File: config.mk
export PLATFORM = sky130hd
export DESIGN_NAME = compute_chain_top
export DESIGN_NICKNAME = d
export VERILOG_FILES = /design/src/chain_cmd_pkg.sv /design/src/chain_types_pkg.sv /design/src/cmd_rob.sv /design/src/compute_chain_top.sv /design/src/lane_router.sv /design/src/result_stage.sv /design/src/subs_unit.sv
export VERILOG_INCLUDE_DIRS = /design/src
export SDC_FILE = /design/constraint.sdc
export NUM_CORES = 1
export LEC_CHECK = 0
export BUFFER_PORTS_ARGS = -buffer_cell sky130_fd_sc_hd__buf_2
export CAP_MARGIN = 20
export CORE_MARGIN = 1.5
export CORE_UTILIZATION = 25
export CTS_CLUSTER_DIAMETER = 150
export DETAILED_ROUTE_END_ITERATION = 16
export PLACE_DENSITY = 0.56
export SLEW_MARGIN = 25
export SYNTH_ARGS = -nofsm -noshare
export SYNTH_HDL_FRONTEND = slang
export SYNTH_SLANG_ARGS = --single-unit
File: constraint.sdc
create_clock -name clk -period 3.75 [get_ports clk]
set_input_delay 0 -clock clk [delete_from_list [all_inputs] [get_ports clk]]
set_output_delay 0 -clock clk [all_outputs]
set_load 0.03 [all_outputs]
File: src/chain_defs.svh
`ifndef CHAIN_DEFS_SVH
`define CHAIN_DEFS_SVH

//////////////////////////////
// ring dimensions
//////////////////////////////

// coefficients per polynomial
`define CHAIN_N         16

// prime modulus q
`define CHAIN_Q         12289

// coefficient width, holds values below q
`define CHAIN_COEF_W    14

// coefficient index width, log2 of N
`define CHAIN_ADDR_W    4

//////////////////////////////
// routing and queue
//////////////////////////////

// iNTT lanes, each with a poly a and a poly b buffer
`define CHAIN_LANES     4

// command queue entries
`define CHAIN_ROB_DEPTH 8

// substitution factor width, k = 2*factor+1
`define CHAIN_SUBS_W    4

`endif

File: src/chain_cmd_pkg.sv
package chain_cmd_pkg;

	// command opcodes
	// codes 2 and 3 are unused and behave as pass
	typedef enum logic [1:0] {
		OP_PASS = 2'd0,
		OP_SUBS = 2'd1
	} opcode_e;

	// which half of the head command is presented
	typedef enum logic {
		HEAD_POLY_A = 1'b0,
		HEAD_POLY_B = 1'b1
	} rob_state_e;

	// execute sequencer
	typedef enum logic [1:0] {
		EX_IDLE  = 2'd0,
		EX_READ  = 2'd1,
		EX_DRAIN = 2'd2
	} exec_state_e;

endpackage

File: src/chain_types_pkg.sv
`include "chain_defs.svh"

package chain_types_pkg;

	// one coefficient mod q
	typedef logic [`CHAIN_COEF_W-1:0] coef_t;

	// coefficient index inside a polynomial
	typedef logic [`CHAIN_ADDR_W-1:0] addr_t;

	// iNTT lane id
	typedef logic [$clog2(`CHAIN_LANES)-1:0] lane_t;

	// poly id, 0 is poly a, 1 is poly b
	typedef logic poly_t;

	// automorphism factor before the 2x+1 mapping
	typedef logic [`CHAIN_SUBS_W-1:0] subs_t;

endpackage

File: src/cmd_rob.sv
`timescale 1ns/1ps
`include "chain_defs.svh"

module cmd_rob
	import chain_types_pkg::*;
	import chain_cmd_pkg::*;
(
	input  logic    clk,
	input  logic    rst_n,
	input  logic    wr_en,
	input  opcode_e opcode_in,
	input  lane_t   lane_in,
	input  subs_t   subs_in,
	input  logic    job_done,
	output logic    full,
	output logic    empty,
	output logic    head_valid,
	output opcode_e head_opcode,
	output lane_t   head_lane,
	output poly_t   head_poly,
	output subs_t   head_subs
);

	localparam int DEPTH = `CHAIN_ROB_DEPTH;
	localparam int PTR_W = $clog2(DEPTH);

	// entry storage without the poly id
	opcode_e mem_opcode [DEPTH];
	lane_t   mem_lane   [DEPTH];
	subs_t   mem_subs   [DEPTH];

	logic [PTR_W-1:0] wr_ptr;
	logic [PTR_W-1:0] rd_ptr;
	logic [PTR_W:0]   count;
	rob_state_e       head_state;

	logic push;
	logic pop;

	//////////////////////////////
	// push / pop
	//////////////////////////////

	// writes while full are dropped
	assign push = wr_en && !full;
	// entry retires only after poly b is done
	assign pop  = job_done && (head_state == HEAD_POLY_B);

	assign full       = (count == (PTR_W+1)'(DEPTH));
	assign empty      = (count == '0);
	assign head_valid = !empty;

	// payload write
	always_ff @(posedge clk) begin
		if (push) begin
			mem_opcode[wr_ptr] <= opcode_in;
			mem_lane[wr_ptr]   <= lane_in;
			mem_subs[wr_ptr]   <= subs_in;
		end
	end

	// pointers wrap at the power of two depth
	always_ff @(posedge clk or negedge rst_n) begin
		if (!rst_n) begin
			wr_ptr <= '0;
			rd_ptr <= '0;
			count  <= '0;
		end else begin
			if (push)
				wr_ptr <= wr_ptr + 1'b1;
			if (pop)
				rd_ptr <= rd_ptr + 1'b1;
			case ({push, pop})
				2'b10:   count <= count + 1'b1;
				2'b01:   count <= count - 1'b1;
				default: count <= count;
			endcase
		end
	end

	//////////////////////////////
	// head phase
	//////////////////////////////

	// every job_done flips between poly a and poly b
	always_ff @(posedge clk or negedge rst_n) begin
		if (!rst_n)
			head_state <= HEAD_POLY_A;
		else if (job_done)
			head_state <= (head_state == HEAD_POLY_A) ? HEAD_POLY_B : HEAD_POLY_A;
	end

	assign head_opcode = mem_opcode[rd_ptr];
	assign head_lane   = mem_lane[rd_ptr];
	assign head_subs   = mem_subs[rd_ptr];
	assign head_poly   = poly_t'(head_state == HEAD_POLY_B);

	// upstream must hold off while the queue is full
	a_no_write_when_full : assert property (
		@(posedge clk) disable iff (!rst_n) wr_en |-> !full
	) else $error("cmd_rob: write attempted while full");

endmodule

File: src/compute_chain_top.sv
`timescale 1ns/1ps
`include "chain_defs.svh"

module compute_chain_top
	import chain_types_pkg::*;
	import chain_cmd_pkg::*;
(
	input  logic    clk,
	input  logic    rst_n,
	// command side
	input  logic    rob_wr_en,
	input  opcode_e opcode_in,
	input  lane_t   intt_id_in,
	input  subs_t   subs_factor_in,
	output logic    rob_full,
	output logic    rob_empty,
	// iNTT output buffers, lane*2 + poly
	input  logic    lane_empty     [`CHAIN_LANES*2],
	input  coef_t   lane_dout      [`CHAIN_LANES*2],
	output logic    lane_rd_en     [`CHAIN_LANES*2],
	output logic    lane_rd_finish [`CHAIN_LANES*2],
	output addr_t   lane_addr,
	// result write stream
	output logic    out_valid,
	output addr_t   out_addr,
	output coef_t   out_data,
	output poly_t   out_poly,
	output logic    job_done
);

	// queue head
	logic    head_valid;
	opcode_e head_opcode;
	lane_t   head_lane;
	poly_t   head_poly;
	subs_t   head_subs;

	// selected buffer
	logic  sel_empty;
	coef_t sel_dout;
	logic  rd_en;
	logic  rd_finish;
	addr_t rd_addr;

	// execute to result
	logic  exec_valid;
	logic  exec_last;
	addr_t exec_addr;
	coef_t exec_data;

	cmd_rob i_cmd_rob (
		.clk(clk), .rst_n(rst_n),
		.wr_en(rob_wr_en), .opcode_in(opcode_in), .lane_in(intt_id_in),
		.subs_in(subs_factor_in), .job_done(job_done),
		.full(rob_full), .empty(rob_empty), .head_valid(head_valid),
		.head_opcode(head_opcode), .head_lane(head_lane),
		.head_poly(head_poly), .head_subs(head_subs)
	);

	lane_router i_lane_router (
		.head_valid(head_valid), .head_lane(head_lane), .head_poly(head_poly),
		.rd_en(rd_en), .rd_finish(rd_finish), .addr(rd_addr),
		.lane_empty(lane_empty), .lane_dout(lane_dout),
		.lane_rd_en(lane_rd_en), .lane_rd_finish(lane_rd_finish),
		.lane_addr(lane_addr), .sel_empty(sel_empty), .sel_dout(sel_dout)
	);

	subs_unit i_subs_unit (
		.clk(clk), .rst_n(rst_n),
		.head_valid(head_valid), .head_opcode(head_opcode), .head_subs(head_subs),
		.job_done(job_done), .sel_empty(sel_empty), .sel_dout(sel_dout),
		.rd_en(rd_en), .rd_finish(rd_finish), .addr(rd_addr),
		.exec_valid(exec_valid), .exec_last(exec_last),
		.exec_addr(exec_addr), .exec_data(exec_data)
	);

	result_stage i_result_stage (
		.clk(clk), .rst_n(rst_n),
		.exec_valid(exec_valid), .exec_last(exec_last),
		.exec_addr(exec_addr), .exec_data(exec_data), .head_poly(head_poly),
		.out_valid(out_valid), .out_addr(out_addr), .out_data(out_data),
		.out_poly(out_poly), .job_done(job_done)
	);

endmodule

File: src/lane_router.sv
`timescale 1ns/1ps
`include "chain_defs.svh"

module lane_router
	import chain_types_pkg::*;
(
	input  logic  head_valid,
	input  lane_t head_lane,
	input  poly_t head_poly,
	input  logic  rd_en,
	input  logic  rd_finish,
	input  addr_t addr,
	input  logic  lane_empty     [`CHAIN_LANES*2],
	input  coef_t lane_dout      [`CHAIN_LANES*2],
	output logic  lane_rd_en     [`CHAIN_LANES*2],
	output logic  lane_rd_finish [`CHAIN_LANES*2],
	output addr_t lane_addr,
	output logic  sel_empty,
	output coef_t sel_dout
);

	localparam int BUFS  = `CHAIN_LANES * 2;
	localparam int SEL_W = $clog2(BUFS);

	// buffer index is lane*2 + poly
	logic [SEL_W-1:0] sel_idx;
	logic [BUFS-1:0]  sel_oh;

	assign sel_idx = {head_lane, head_poly};

	//////////////////////////////
	// inward mux
	//////////////////////////////

	// nothing selected reads as not ready
	assign sel_empty = head_valid ? lane_empty[sel_idx] : 1'b1;
	assign sel_dout  = lane_dout[sel_idx];

	//////////////////////////////
	// outward steering
	//////////////////////////////

	// address is shared
	// buffers only act on their own rd_en
	assign lane_addr = addr;

	always_comb begin
		sel_oh = '0;
		if (head_valid)
			sel_oh[sel_idx] = 1'b1;
		for (int i = 0; i < BUFS; i++) begin
			lane_rd_en[i]     = sel_oh[i] & rd_en;
			lane_rd_finish[i] = sel_oh[i] & rd_finish;
		end
	end

	// the reader only runs while a job sits at the head
	always_comb begin
		a_rd_selected : assert final (head_valid || !(rd_en || rd_finish))
			else $error("lane_router: read control with no buffer selected");
	end

endmodule

File: src/result_stage.sv
`timescale 1ns/1ps
`include "chain_defs.svh"

module result_stage
	import chain_types_pkg::*;
(
	input  logic  clk,
	input  logic  rst_n,
	input  logic  exec_valid,
	input  logic  exec_last,
	input  addr_t exec_addr,
	input  coef_t exec_data,
	input  poly_t head_poly,
	output logic  out_valid,
	output addr_t out_addr,
	output coef_t out_data,
	output poly_t out_poly,
	output logic  job_done
);

	// writes already done in the current job
	logic [`CHAIN_ADDR_W:0] wr_cnt;

	//////////////////////////////
	// output write register
	//////////////////////////////

	always_ff @(posedge clk or negedge rst_n) begin
		if (!rst_n) begin
			out_valid <= 1'b0;
			job_done  <= 1'b0;
		end else begin
			out_valid <= exec_valid;
			// done rides along with the final write
			job_done  <= exec_valid && exec_last;
		end
	end

	// head still points at this job while its data is in flight
	always_ff @(posedge clk) begin
		if (exec_valid) begin
			out_addr <= exec_addr;
			out_data <= exec_data;
			out_poly <= head_poly;
		end
	end

	// per job write count
	always_ff @(posedge clk or negedge rst_n) begin
		if (!rst_n)
			wr_cnt <= '0;
		else if (job_done)
			wr_cnt <= '0;
		else if (out_valid)
			wr_cnt <= wr_cnt + 1'b1;
	end

	// last flag from the sequencer agrees with the write count
	a_done_at_n : assert property (
		@(posedge clk) disable iff (!rst_n)
		job_done |-> ((wr_cnt + 1'b1) == (`CHAIN_ADDR_W+1)'(`CHAIN_N))
	) else $error("result_stage: job_done without N writes");

endmodule

File: src/subs_unit.sv
`timescale 1ns/1ps
`include "chain_defs.svh"

module subs_unit
	import chain_types_pkg::*;
	import chain_cmd_pkg::*;
(
	input  logic    clk,
	input  logic    rst_n,
	input  logic    head_valid,
	input  opcode_e head_opcode,
	input  subs_t   head_subs,
	input  logic    job_done,
	input  logic    sel_empty,
	input  coef_t   sel_dout,
	output logic    rd_en,
	output logic    rd_finish,
	output addr_t   addr,
	output logic    exec_valid,
	output logic    exec_last,
	output addr_t   exec_addr,
	output coef_t   exec_data
);

	localparam int    MULT_W = `CHAIN_SUBS_W + 1;
	localparam int    PROD_W = `CHAIN_ADDR_W + MULT_W;
	localparam addr_t LAST   = addr_t'(`CHAIN_N - 1);
	localparam coef_t Q      = coef_t'(`CHAIN_Q);

	exec_state_e       state;
	addr_t             rd_cnt;
	logic [MULT_W-1:0] mult_q;

	// stage 1 is the memory data cycle
	logic    v_d1;
	logic    last_d1;
	addr_t   idx_d1;
	opcode_e op_d1;

	logic [PROD_W-1:0] prod;
	addr_t             dest;
	logic              wrap;
	logic              do_subs;
	coef_t             neg_data;

	//////////////////////////////
	// read sequencer
	//////////////////////////////

	// one read per clock unless the buffer is empty
	assign rd_en     = (state == EX_READ) && !sel_empty;
	assign rd_finish = rd_en && (rd_cnt == LAST);
	assign addr      = rd_cnt;

	always_ff @(posedge clk or negedge rst_n) begin
		if (!rst_n) begin
			state  <= EX_IDLE;
			rd_cnt <= '0;
			mult_q <= MULT_W'(1);
		end else begin
			case (state)
				EX_IDLE: begin
					if (head_valid) begin
						state  <= EX_READ;
						rd_cnt <= '0;
						// k = 2*factor + 1
						mult_q <= {head_subs, 1'b1};
					end
				end
				EX_READ: begin
					if (rd_en) begin
						rd_cnt <= rd_cnt + 1'b1;
						if (rd_cnt == LAST)
							state <= EX_DRAIN;
					end
				end
				// hold until the result stage retires the job
				EX_DRAIN: begin
					if (job_done)
						state <= EX_IDLE;
				end
				default: state <= EX_IDLE;
			endcase
		end
	end

	//////////////////////////////
	// index / opcode delay
	//////////////////////////////

	always_ff @(posedge clk or negedge rst_n) begin
		if (!rst_n) begin
			v_d1    <= 1'b0;
			last_d1 <= 1'b0;
		end else begin
			v_d1    <= rd_en;
			last_d1 <= rd_finish;
		end
	end

	always_ff @(posedge clk) begin
		if (rd_en) begin
			idx_d1 <= rd_cnt;
			op_d1  <= head_opcode;
		end
	end

	//////////////////////////////
	// substitution datapath
	//////////////////////////////

	// low bits of j*k give the index
	// the next bit up gives the sign
	assign prod     = idx_d1 * mult_q;
	assign wrap     = prod[`CHAIN_ADDR_W];
	assign do_subs  = (op_d1 == OP_SUBS);
	assign dest     = do_subs ? prod[`CHAIN_ADDR_W-1:0] : idx_d1;
	// -v mod q with zero kept as zero
	assign neg_data = (sel_dout == '0) ? '0 : Q - sel_dout;

	always_ff @(posedge clk or negedge rst_n) begin
		if (!rst_n) begin
			exec_valid <= 1'b0;
			exec_last  <= 1'b0;
		end else begin
			exec_valid <= v_d1;
			exec_last  <= v_d1 && last_d1;
		end
	end

	always_ff @(posedge clk) begin
		if (v_d1) begin
			exec_addr <= dest;
			exec_data <= (do_subs && wrap) ? neg_data : sel_dout;
		end
	end

	// the result stage retires a job only after its last read
	a_done_in_drain : assert property (
		@(posedge clk) disable iff (!rst_n) job_done |-> (state == EX_DRAIN)
	) else $error("subs_unit: job_done before the last read");

endmodule

==> results of run 1 <==
[cells in the mapped netlist (2+ instances only)]
master and number:
a211o_1 2, a21oi_1 15, a22oi_1 2, and2_1 11, buf_1 5, buf_2 9
buf_6 4, clkbuf_1 3, dfrtp_1 27, edfxtp_1 107, fa_1 4, ha_1 11
inv_1 13, mux2_2 11, mux2i_1 55, mux4_2 31, nand2_1 35, nand2b_1 4
nand3_1 12, nand4_1 2, nor2_1 42, nor2b_1 3, nor3_1 11, o21ai_0 9
or2_2 2, or3_1 3, xnor2_1 12, xor2_1 10
[sequential cells by signal (all words and copies together) (netlist names), 14 cells and up]
register                 cells
i_subs_unit.exec_data       14
i_cmd_rob.mem_subs          32
i_cmd_rob.mem_opcode        16
i_result_stage.out_data     14
i_cmd_rob.mem_lane          16
[repair_timing]
action	CTS	global route
gates resized for setup	0	7
endpoints found under the hold margin	91	0
hold buffers	9	0
setup endpoints to repair	4	20
cloned	1	0
pin swaps	0	4
setup buffers	2	1
[final timing paths]
check / end / slack (ps) / cells past startpoint
worst max register to register: i_subs_unit.exec_data[12] / 200 / 11
worst min register to register: i_result_stage.out_data[8] / 420 / 0
worst min-delay path: i_cmd_rob.wr_ptr[1] / 50 / 4
worst max-delay path: lane_rd_finish[2] / 170 / 8
min in group asynchronous: i_cmd_rob.count[2] / 160 / 2
max in group asynchronous: i_cmd_rob.rd_ptr[1] / 3110 / 2
[logic make-up (layout without fill, tap and decap cells)]
group | Yosys count | in the layout | share of synthesized area [%]
DFF | 134 | 134 | 57.6
and+or+nand+nor | 130 | 130 | 9.17
muxes | 98 | 99 | 20.7
AOI/OAI and AO/OA | 39 | 39 | 3.60
buffers and inverters | 35 | 251 | 2.56
xor gates and xnor gates | 23 | 23 | 3.19
adders and majority gates | 15 | 15 | 3.22
[power groups by stage]
stage / clock, mW / sequential (mW) / combinational, mW
CTS: 1.62 / 2.47 / 1.97
global route: 1.68 / 2.52 / 2.18
finish: 1.57 / 2.46 / 1.98
detailed placement: 0 / 2.49 / 1.95
floorplan: 0 / 2.65 / 1.17
global placement: 0 / 2.48 / 1.95
[per-layer routing]
layer | vias up | part of all wire [%]
met5 | - | 0
met4 | 0 | 1.6
met3 | 21 | 4.0
met2 | 116 | 48
met1 | 2241 | 46
li1 | 2198 | -
[critical path, delay by kind of cell (launching register included)]
| family | cells | cell delay (ps) |
|---|---|---|
| mux | 3 | 1320 |
| flops | 1 | 470 |
| simple gates | 3 | 930 |
| buf+inv | 2 | 410 |
[cell type report]
class,instances,area share [%]
multi-input cells,306,31.1
clock buffers,21,5.24
repair buffers,205,12.8
clock inverters,11,1.15
inverters,14,0.640
well taps,335,4.77
flip-flops and latches,134,44.2
[stage by stage]
step	hold slack [ps]	worst slack [ps]	util, %	instance area, um2	power, mW
global placement	52.3	139	30.7	8070	4.43
floorplan	-296	235	-	6750	3.82
finish	53.7	175	33.5	8790	6.02
detailed placement	70.6	73.4	30.7	8070	4.44
global route	87.6	8.36	33.5	8790	6.38
CTS	42.5	2.95	33.4	8760	6.06
==> summary.md, run 1 <==
| Metric | Value |
|---|---|
| Hold crit path type | input port to register |
| DR WL/cell | 17.0 um |
| Core Region | 26,300 um2 |
| P_leak | 3.58 nW |
| # fillers | 2,621 |
| Met3 usage in global routing | 2.93% |
| Initial DRT Pass Iterations | 4 |
| Die Ht | 167 um |
| Slew Viols, Final | 0 |
| Worst r2r src | i_subs_unit.mult_q[1] |
| CP max stage delay | 520 ps |
| Synth top area cells | edfxtp_1 (48%), mux4_2 (10%), dfrtp_1 (10%), mux2i_1 (8.2%), nor2_1 (2.3%) |
| CTS Buf Count | 17 |
| Worst Tran Pin Value | 978 ps |
| M2 GR Usage | 19.5% |
| DRT antenna net count | 0 |
| Layout cells sized above 1 | 40.5% |
| Global Route Usage Sum | 12.4% |
| Endpoints failing hold | 0 |
| Most frequent cells in the layout | buf_2 (173), edfxtp_1 (107), mux2i_1 (55) |
| Grt peak-use layer | met2 |
| Cells after Synth | 474 |
| Io pins | 174 |
| RePlAce Congestion | 0.816 |
| First-pass GRT wire length | 26,300 um |
| Pwr dens | 685 nW/um2 |
| Die area | 28,000 um2 |
| Synth top area share | 47.6% |
| Critical-path cell list | buf_4 -> mux4_2 -> mux2_2 -> mux2i_4 -> nand3_2 -> or3_1 -> nor2_1 -> buf_2 |
| DP Wirelength | 12,900 um |
| Register area | 3890 um2 |
| # diodes | 0 |
| CTS H-tree lvls | 4 |
| Ys Warns | 0 |
| Synth unique cells | 47 |
| WS Path Type | register to output pin |
| Worst-Skew Late Latency | 420 ps |
| Remaining DRCs | 0 |
| CTS root buffer | clkbuf_16 |
| Area grow syn2layout | 30.2% |
| Final WL | 17,400 um |
| Initial drt markers | 243 |
| Initial Utilization | 25.7% |
| Required time worst endpoint | 3750 ps |
| Drt via density | 4.46 |
| DP Cell Count | 981 |
| GRT met1 Usage | 16.8% |
| Startpoint types | register |
| Sw Share | 33.9% |
| Top_reg_cell synth | edfxtp_1 |
| Final Skew | 10.4 ps |
| Area of the multi-input gates | 2740 um2 |
| GR Overflow Total | 0 |
| RSZ-0062 raised after global routing | no |
| Fmax | 280 MHz |
| Cell Count, Final, Fillers Out | 1,026 |
| Crit-path max FO | 13 |
| Clock sink count | 134 |
| Pin count of the biggest net entering global routing | 35 |
| Post-synth ARST share | 20.1% |
| Critical path capture point type | output pin |
| Max VDD drop | 0.000231 V |
| Nets | 824 |
| Die Wd | 167 um |
| Pint | 3.98 mW |
| EDFF count, synth | 107 |
| Synth Cell Area | 6750 um2 |
| Critical Path Start | i_cmd_rob.rd_ptr[1] |
| Switch Pwr | 2.04 mW |
| Max-capacitance violation count | 0 |
| Commonest non-fill, non-tap cell in the layout | buf_2 |
| Port bufs | 173 |
| Clock group share of total power | 26.2% |
| Final setup vio count | 0 |
| Slowest cell on crit path | mux4_2 |
| Register area share after synthesis | 57.6% |
| Area leader, netlist | edfxtp_1 |
| Clk buf depth | 2 |
| Initial antenna violation count | 0 |
| Syn_nets | 620 |
| Tcrit/Tclk final | 95.3% |
| Mean post-synth cell area | 14.2 um2 |
| Gate power share | 32.9% |
| Vias in the first global route | 4,572 |
| Post-Route Setup TNS | 0 ps |
| Core Rows | 59 |
| Outcome | completed |
| Vias | 4,576 |
| Clk slew on worst S/H paths | 60 ps |
| Synthesized flop and latch total | 134 |
| Arrival time at the worst endpoint | 3580 ps |
| HP Start | rob_wr_en |
| CTS tree | yes |
| Slew Limit Headroom | 34.6% |
| Flop pwr share | 40.9% |
| Min Clock Period, post-route | 3580 ps |
Power figures use the tool's default switching activity.
==> run 2, diff against run 1 <==
Settings changed: CORE_ASPECT_RATIO from default to 1.25.
==> run 2 against run 1 <==
Critical path depth increased by 3. Clock power rose by 3%. Clock skew is 4.8 ps lower. Sequential power about the same. Sequential cell count unchanged. Sequential share of layout area up 0.088 points.
==> summary.md, run 2 (synthesis results as in run 1) <==
| Metric | Value |
|---|---|
| Required time worst endpoint | 3920 ps (was 3750 ps) |
| HP Start | rob_wr_en (unchanged) |
| Hold Crit Endpoint | i_cmd_rob.wr_ptr[1] (unchanged) |
| Area of the multi-input gates | 2710 um2 (was 2740 um2) |
| Register area | 3890 um2 (unchanged) |
| Remaining DRCs | 0 (unchanged) |
| # diodes | 0 (unchanged) |
| Initial DRT Pass Iterations | 4 (unchanged) |
| Arrival time at the worst endpoint | 3730 ps (was 3580 ps) |
| Io pins | 174 (unchanged) |
| Outcome | completed (unchanged) |
| Reg2reg setup slack | 190 ps (was 200 ps) |
| Startpoint types | register (unchanged) |
| Leading registers by flop count | i_cmd_rob.mem_subs x32, i_cmd_rob.mem_lane x16, i_cmd_rob.mem_opcode x16 (unchanged) |
| Final WL | 16,500 um (was 17,400 um) |
| Pre-CTS WS | 102 ps (was 73.4 ps) |
| RR Endpoint | i_subs_unit.exec_data[12] (unchanged) |
| Vias in the first global route | 4,625 (was 4,572) |
| Fmax | 281 MHz (was 280 MHz) |
| Critical path capture point type | register (was output pin) |
| Die Ht | 187 um (was 167 um) |
| Worst Setup Slack, final | 188 ps (was 175 ps) |
| Initial antenna violation count | 0 (unchanged) |
| Worst r2r src | i_subs_unit.idx_d1[2] (was i_subs_unit.mult_q[1]) |
| Tcrit/Tclk final | 95.0% (was 95.3%) |
| Final Skew | 5.63 ps (was 10.4 ps) |
| Clk slew on worst S/H paths | 60 ps (about the same) |
| Layout cells sized above 1 | 40.0% (was 40.5%) |
| Max-capacitance violation count | 0 (unchanged) |
| Min Clock Period, post-route | 3560 ps (was 3580 ps) |
| Die Wd | 150 um (was 167 um) |
| Placed Area | 8070 um2 (unchanged) |
| Area grow syn2layout | 30.0% (was 30.2%) |
| CTS Buf Count | 17 (unchanged) |
| DRT antenna net count | 0 (unchanged) |
| Pwr dens | 690 nW/um2 (was 685 nW/um2) |
| First-pass GRT wire length | 24,900 um (was 26,300 um) |
| DR WL/cell | 16.0 um (was 17.0 um) |
| Hold depth | 4 (unchanged) |
| Global Route Usage Sum | 11.8% (was 12.4%) |
| RSZ-0062 raised after global routing | no (unchanged) |
| Most frequent cells in the layout | buf_2 (173), edfxtp_1 (107), mux2i_1 (55) (unchanged) |
| Core Region | 26,700 um2 (was 26,300 um2) |
| # fillers | 2,677 (was 2,621) |
| Die area | 28,000 um2 (about the same) |
| Pin count of the biggest net entering global routing | 50 (was 35) |
| Drt via density | 4.40 (was 4.46) |
| Slew Viols, Final | 0 (unchanged) |
| Initial drt markers | 141 (was 243) |
| Max FFs per register | 32 (unchanged) |
| P_leak | 3.56 nW (was 3.58 nW) |
| Total power draw | 6.05 mW (was 6.02 mW) |
| Vias | 4,537 (was 4,576) |
| Crit-path max FO | 5 (was 13) |
| CTS tree | yes (unchanged) |
| Cell mode on critical path | fa_1 |
| Commonest non-fill, non-tap cell in the layout | buf_2 (unchanged) |
| RePlAce Congestion | 0.761 (was 0.816) |
| DP Wirelength | 12,700 um (was 12,900 um) |
| Final instance area | 8770 um2 (was 8790 um2) |
| Most flop-heavy register | i_cmd_rob.mem_subs (unchanged) |
| CP max stage delay | 520 ps (about the same) |
| Max VDD drop | 0.000333 V (was 0.000231 V) |
| Port bufs | 173 (unchanged) |
| Clk buf depth | 2 (unchanged) |
| Nets | 818 (was 824) |
| Post-Route Setup TNS | 0 ps (unchanged) |
| Critical-path cell list | and2_1 -> fa_1 -> fa_1 -> fa_1 -> xnor2_1 -> xnor2_1 -> xnor3_1 -> nand2_1 -> nand4b_1 -> nand4bb_4 -> mux2_2 (was buf_4 -> mux4_2 -> mux2_2 -> mux2i_4 -> nand3_2 -> or3_1 -> nor2_1 -> buf_2) |
| Hold crit path type | input port to register (unchanged) |
| Clock sink count | 134 (unchanged) |
| CTS root buffer | clkbuf_16 (unchanged) |
| Initial Utilization | 25.3% (was 25.7%) |
| GR Overflow Total | 0 (unchanged) |
| WS Path Type | register to register (was register to output pin) |
| Worst Tran Pin Value | 951 ps (was 978 ps) |
| Slowest cell on crit path | fa_1 (was mux4_2) |
| Endpoints failing hold | 0 (unchanged) |
| Core Rows | 67 (was 59) |
| R2R depth | 11 (unchanged) |
| Slew Limit Headroom | 36.4% (was 34.6%) |
| Final setup vio count | 0 (unchanged) |
| Worst-Skew Late Latency | 420 ps (about the same) |
| CTS H-tree lvls | 4 (unchanged) |
run 2: metrics by stage:
stage	hold WS [ps]	std cells	util, %
3_5_place_dp	104	987	30.3
6_report	32.0	1030	32.9
3_3_place_gp	93.0	987	30.3
4_1_cts	23.0	1028	32.8
5_1_grt	52.0	1030	32.9
2_1_floorplan	-296	474	-
run 2: critical path, delay by kind of cell (launching register included):
kind                       cells  cell delay [ps]
adders and majority gates      3             1440
and+or+nand+nor                4              730
xor gates and xnor gates       3              470
DFF                            1              370
muxes                          1              300
run 2: final cells by class:
cell class | instances | share of cell area (%)
inverters | 14 | 0.642
clock inverters | 14 | 1.73
repair buffers | 200 | 12.6
multi-input cells | 305 | 30.9
flip-flops and latches | 134 | 44.3
clock buffers | 18 | 4.89
well taps | 345 | 4.92
run 2: what timing repair did:
action,in CTS,in global routing
resized for setup,1,4
pin swaps,0,1
hold buffers,9,0
setup buffers,0,2
endpoints found under the hold margin,91,0
endpoints found under the setup margin,11,14
run 2: worst max path at each step:
stage                     depth (start not counted)                   endpoint  slack [ps]                   from
final                                            11  i_subs_unit.exec_data[12]         190  i_subs_unit.idx_d1[2]
after global placement                           12   i_subs_unit.exec_data[2]         140  i_subs_unit.idx_d1[2]
after floorplan                                  12  i_subs_unit.exec_data[13]         230  i_subs_unit.idx_d1[2]
after CTS                                        10              lane_rd_en[4]          20    i_cmd_rob.rd_ptr[1]
after detailed placement                         12   i_subs_unit.exec_data[2]         100  i_subs_unit.idx_d1[2]
after global routing                             12  i_subs_unit.exec_data[13]           1  i_subs_unit.idx_d1[2]
run 2: report_power, final:
group,leakage [nW],total [mW],switching [mW],internal (mW)
clock network,0.271,1.62,0.640,0.984
registers,1.33,2.46,0.269,2.19
logic,1.96,1.97,1.14,0.838
total,3.56,6.05,2.04,4.01
run 2: per-layer routing:
metal	wire, um	track usage (%)	share of wire (%)
met1	6370	12.6	39
met5	0	0	0
met4	163	3.73	0.99
met2	8930	22.3	54
met3	1060	3.03	6.4
==> run 3, diff against run 2 <==
Settings changed: GPL_TIMING_DRIVEN from default to 0, PLACE_DENSITY 0.56 to 0.55.
Clock period 3.75 ns to 3.3 ns, I/O delays scaled along.
==> run 3 against run 2 <==
The run now ends with setup timing left. Clock power increased by 15%. Sequential power is 13% higher. Sequential cell count did not move. Combinational power increased by 19%. Die area unchanged. Count of clock-buffer cells in the layout increased by 1. Critical path depth is 1 higher. Via count increased by 1.9%. Fmax is 2.2% higher. Critical endpoint is now i_subs_unit.exec_data[7]. Largest cell class unchanged. Highest routed layer unchanged.
==> summary.md, run 3 (synthesis results as in run 1) <==
| Metric | Value |
|---|---|
| Outcome | finished, violations left (was completed) |
| Failing checks | setup timing |
| Tcrit/Tclk final | 106% (was 95.0%) |
| Worst-Skew Late Latency | 420 ps (about the same) |
| Hold Crit Endpoint | i_cmd_rob.wr_ptr[1] (unchanged) |
| Global Route Usage Sum | 12.3% (was 11.8%) |
| Initial DRT Pass Iterations | 5 (was 4) |
| Cell mode on critical path | fa_1 (unchanged) |
| Clk slew on worst S/H paths | 60 ps (about the same) |
| DP Wirelength | 13,300 um (was 12,700 um) |
| DR WL/cell | 16.5 um (was 16.0 um) |
| Most frequent cells in the layout | buf_2 (166), edfxtp_1 (107), mux2i_1 (54) (was buf_2 (173), edfxtp_1 (107), mux2i_1 (55)) |
| Critical-path cell list | and2_4 -> fa_1 -> fa_1 -> fa_2 -> xnor2_2 -> xnor2_1 -> xnor3_1 -> nand2_1 -> nand4b_1 -> nand4bb_4 -> nor2_4 -> nor2_1 (was and2_1 -> fa_1 -> fa_1 -> fa_1 -> xnor2_1 -> xnor2_1 -> xnor3_1 -> nand2_1 -> nand4b_1 -> nand4bb_4 -> mux2_2) |
| Die Wd | 150 um (unchanged) |
| Final Skew | 10.1 ps (was 5.63 ps) |
| Max-capacitance violation count | 0 (unchanged) |
| Io pins | 174 (unchanged) |
| Initial Utilization | 25.3% (unchanged) |
| Crit path max-delay family | adder cells (unchanged) |
| Reg2reg setup slack | -180 ps (was 190 ps) |
| Final WL | 17,400 um (was 16,500 um) |
| Clk buf depth | 2 (unchanged) |
| Endpoints failing hold | 0 (unchanged) |
| Drt via density | 4.40 (about the same) |
| Gate power share | 33.6% (was 32.6%) |
| P_leak | 3.69 nW (was 3.56 nW) |
| R2R depth | 12 (was 11) |
| Die Ht | 187 um (unchanged) |
| Vias in the first global route | 4,660 (was 4,625) |
| Commonest non-fill, non-tap cell in the layout | buf_2 (unchanged) |
| CTS root buffer | clkbuf_16 (unchanged) |
| Leading registers by flop count | i_cmd_rob.mem_subs x32, i_cmd_rob.mem_lane x16, i_cmd_rob.mem_opcode x16 (unchanged) |
| Worst Path Buf+Inv | 0 (unchanged) |
| Max VDD drop | 0.000395 V (was 0.000333 V) |
| Initial drt markers | 165 (was 141) |
| Clock group share of total power | 26.7% (was 26.8%) |
| Pin count of the biggest net entering global routing | 28 (was 50) |
| Remaining DRCs | 0 (unchanged) |
| Pwr dens | 769 nW/um2 (was 690 nW/um2) |
| Min Clock Period, post-route | 3480 ps (was 3560 ps) |
| Final setup vio count | 10 (was 0) |
| First-pass GRT wire length | 25,600 um (was 24,900 um) |
| Pint | 4.69 mW (was 4.01 mW) |
| Flop pwr share | 39.7% (was 40.6%) |
| Post-Route Setup TNS | -1510 ps (was 0 ps) |
| CTS H-tree lvls | 4 (unchanged) |
| Total power draw | 7.00 mW (was 6.05 mW) |
| Port bufs | 173 (unchanged) |
| Fmax | 287 MHz (was 281 MHz) |
| Core Region | 26,700 um2 (unchanged) |
| Clock sink count | 134 (unchanged) |
| Critical path capture point type | register (unchanged) |
| Max FFs per register | 32 (unchanged) |
| Most flop-heavy register | i_cmd_rob.mem_subs (unchanged) |
| Hold crit path type | input port to register (unchanged) |
| RePlAce Congestion | 0.718 (was 0.761) |
| Slew Limit Headroom | 39.0% (was 36.4%) |
| WS Path Type | register to register (unchanged) |
| CP max stage delay | 520 ps (about the same) |
| RSZ-0062 raised after global routing | yes (was no) |
| CTS Buf Count | 17 (unchanged) |
| HP Start | rob_wr_en (unchanged) |
| Sw Share | 33.0% (was 33.8%) |
| Crit-path max FO | 6 (was 5) |
| Core Rows | 67 (unchanged) |
| GR Overflow Total | 0 (unchanged) |
| Initial antenna violation count | 2 (was 0) |
| Layout cells sized above 1 | 43.5% (was 40.0%) |
| Worst r2r src | i_subs_unit.mult_q[1] (was i_subs_unit.idx_d1[2]) |
| Die area | 28,000 um2 (unchanged) |
| CTS tree | yes (unchanged) |
| RR Endpoint | i_subs_unit.exec_data[7] (was i_subs_unit.exec_data[12]) |
| Required time worst endpoint | 3470 ps (was 3920 ps) |
| Hold depth | 4 (unchanged) |
| Slew Viols, Final | 0 (unchanged) |
| Startpoint types | register (unchanged) |
| Arrival time at the worst endpoint | 3650 ps (was 3730 ps) |
| Slowest cell on crit path | fa_1 (unchanged) |
| Nets | 837 (was 818) |
| Switch Pwr | 2.31 mW (was 2.04 mW) |
| DRT antenna net count | 0 (unchanged) |
| Area grow syn2layout | 34.8% (was 30.0%) |
| Worst Setup Slack, final | -185 ps (was 188 ps) |
| Worst Tran Pin Value | 912 ps (was 951 ps) |
| Vias | 4,621 (was 4,537) |
run 3: area by class of cell:
class / instances / area (um2)
tap: 345 / 432
buffer: 21 / 148
timing repair buffer: 198 / 1170
clock buffer: 19 / 433
fill: 2626 / 17600
inverter: 14 / 56.3
antenna: 2 / 5.00
sequential: 134 / 3890
clock inverter: 13 / 158
multi-input combinational: 305 / 2820
run 3: power by group through the flow:
stage	clock (mW)	sequential [mW]	combinational, mW
after CTS	1.91	2.79	2.33
after floorplan	0	3.01	1.34
after detailed placement	0	2.83	2.22
final	1.87	2.78	2.35
after global placement	0	2.81	2.16
after global routing	1.98	2.85	2.59
run 3: metrics by stage:
stage	hold slack, ps	util (%)	setup WS, ps	cell area, um2	cells
2_1_floorplan	-296	-	-46.9	6770	474
3_3_place_gp	84.2	30.2	-337	8060	992
3_5_place_dp	106	30.3	-360	8090	994
4_1_cts	29.1	33.4	-221	8900	1043
5_1_grt	54.5	34.1	-346	9100	1050
6_report	28.1	34.1	-185	9100	1051
run 3: metal layers:
metal	share of wire [%]	vias to the layer above	routed length (um)	global-route usage (%)
li1	-	2226	-	-
met1	39	2237	6710	13.2
met2	54	149	9400	22.8
met3	6.4	9	1120	3.50
met4	0.75	0	130	3.47
met5	0	-	0	0
run 3: worst max path at each step:
stage,slack (ps),cells after the start,to,start
global route,-350,12,i_subs_unit.exec_data[9],i_subs_unit.mult_q[1]
floorplan,-50,11,i_subs_unit.exec_data[12],i_subs_unit.idx_d1[2]
CTS,-220,12,i_subs_unit.exec_data[3],i_subs_unit.idx_d1[1]
finish,-180,12,i_subs_unit.exec_data[7],i_subs_unit.mult_q[1]
detailed placement,-360,12,i_subs_unit.exec_data[2],i_subs_unit.idx_d1[1]
global placement,-340,12,i_subs_unit.exec_data[2],i_subs_unit.idx_d1[1]
run 3: what timing repair did:
action / 4_1_cts / 5_1_grt
gates resized for setup: 24 / 35
endpoints found under the setup margin: 35 / 27
cloned: 0 / 1
pin swaps: 8 / 8
hold endpoints to repair: 91 / 0
buffers inserted: 8 / 5
hold buffers: 9 / 0
run 3: worst register-to-register path: stages, from the launching register on:
cell       delay [ps]
dfrtp_1           410
and2_4            160
fa_1              520
fa_1              430
fa_2              360
xnor2_2           140
xnor2_1           130
xnor3_1           200
nand2_1            60
nand4b_1          230
nand4bb_4         270
nor2_4            240
nor2_1             80
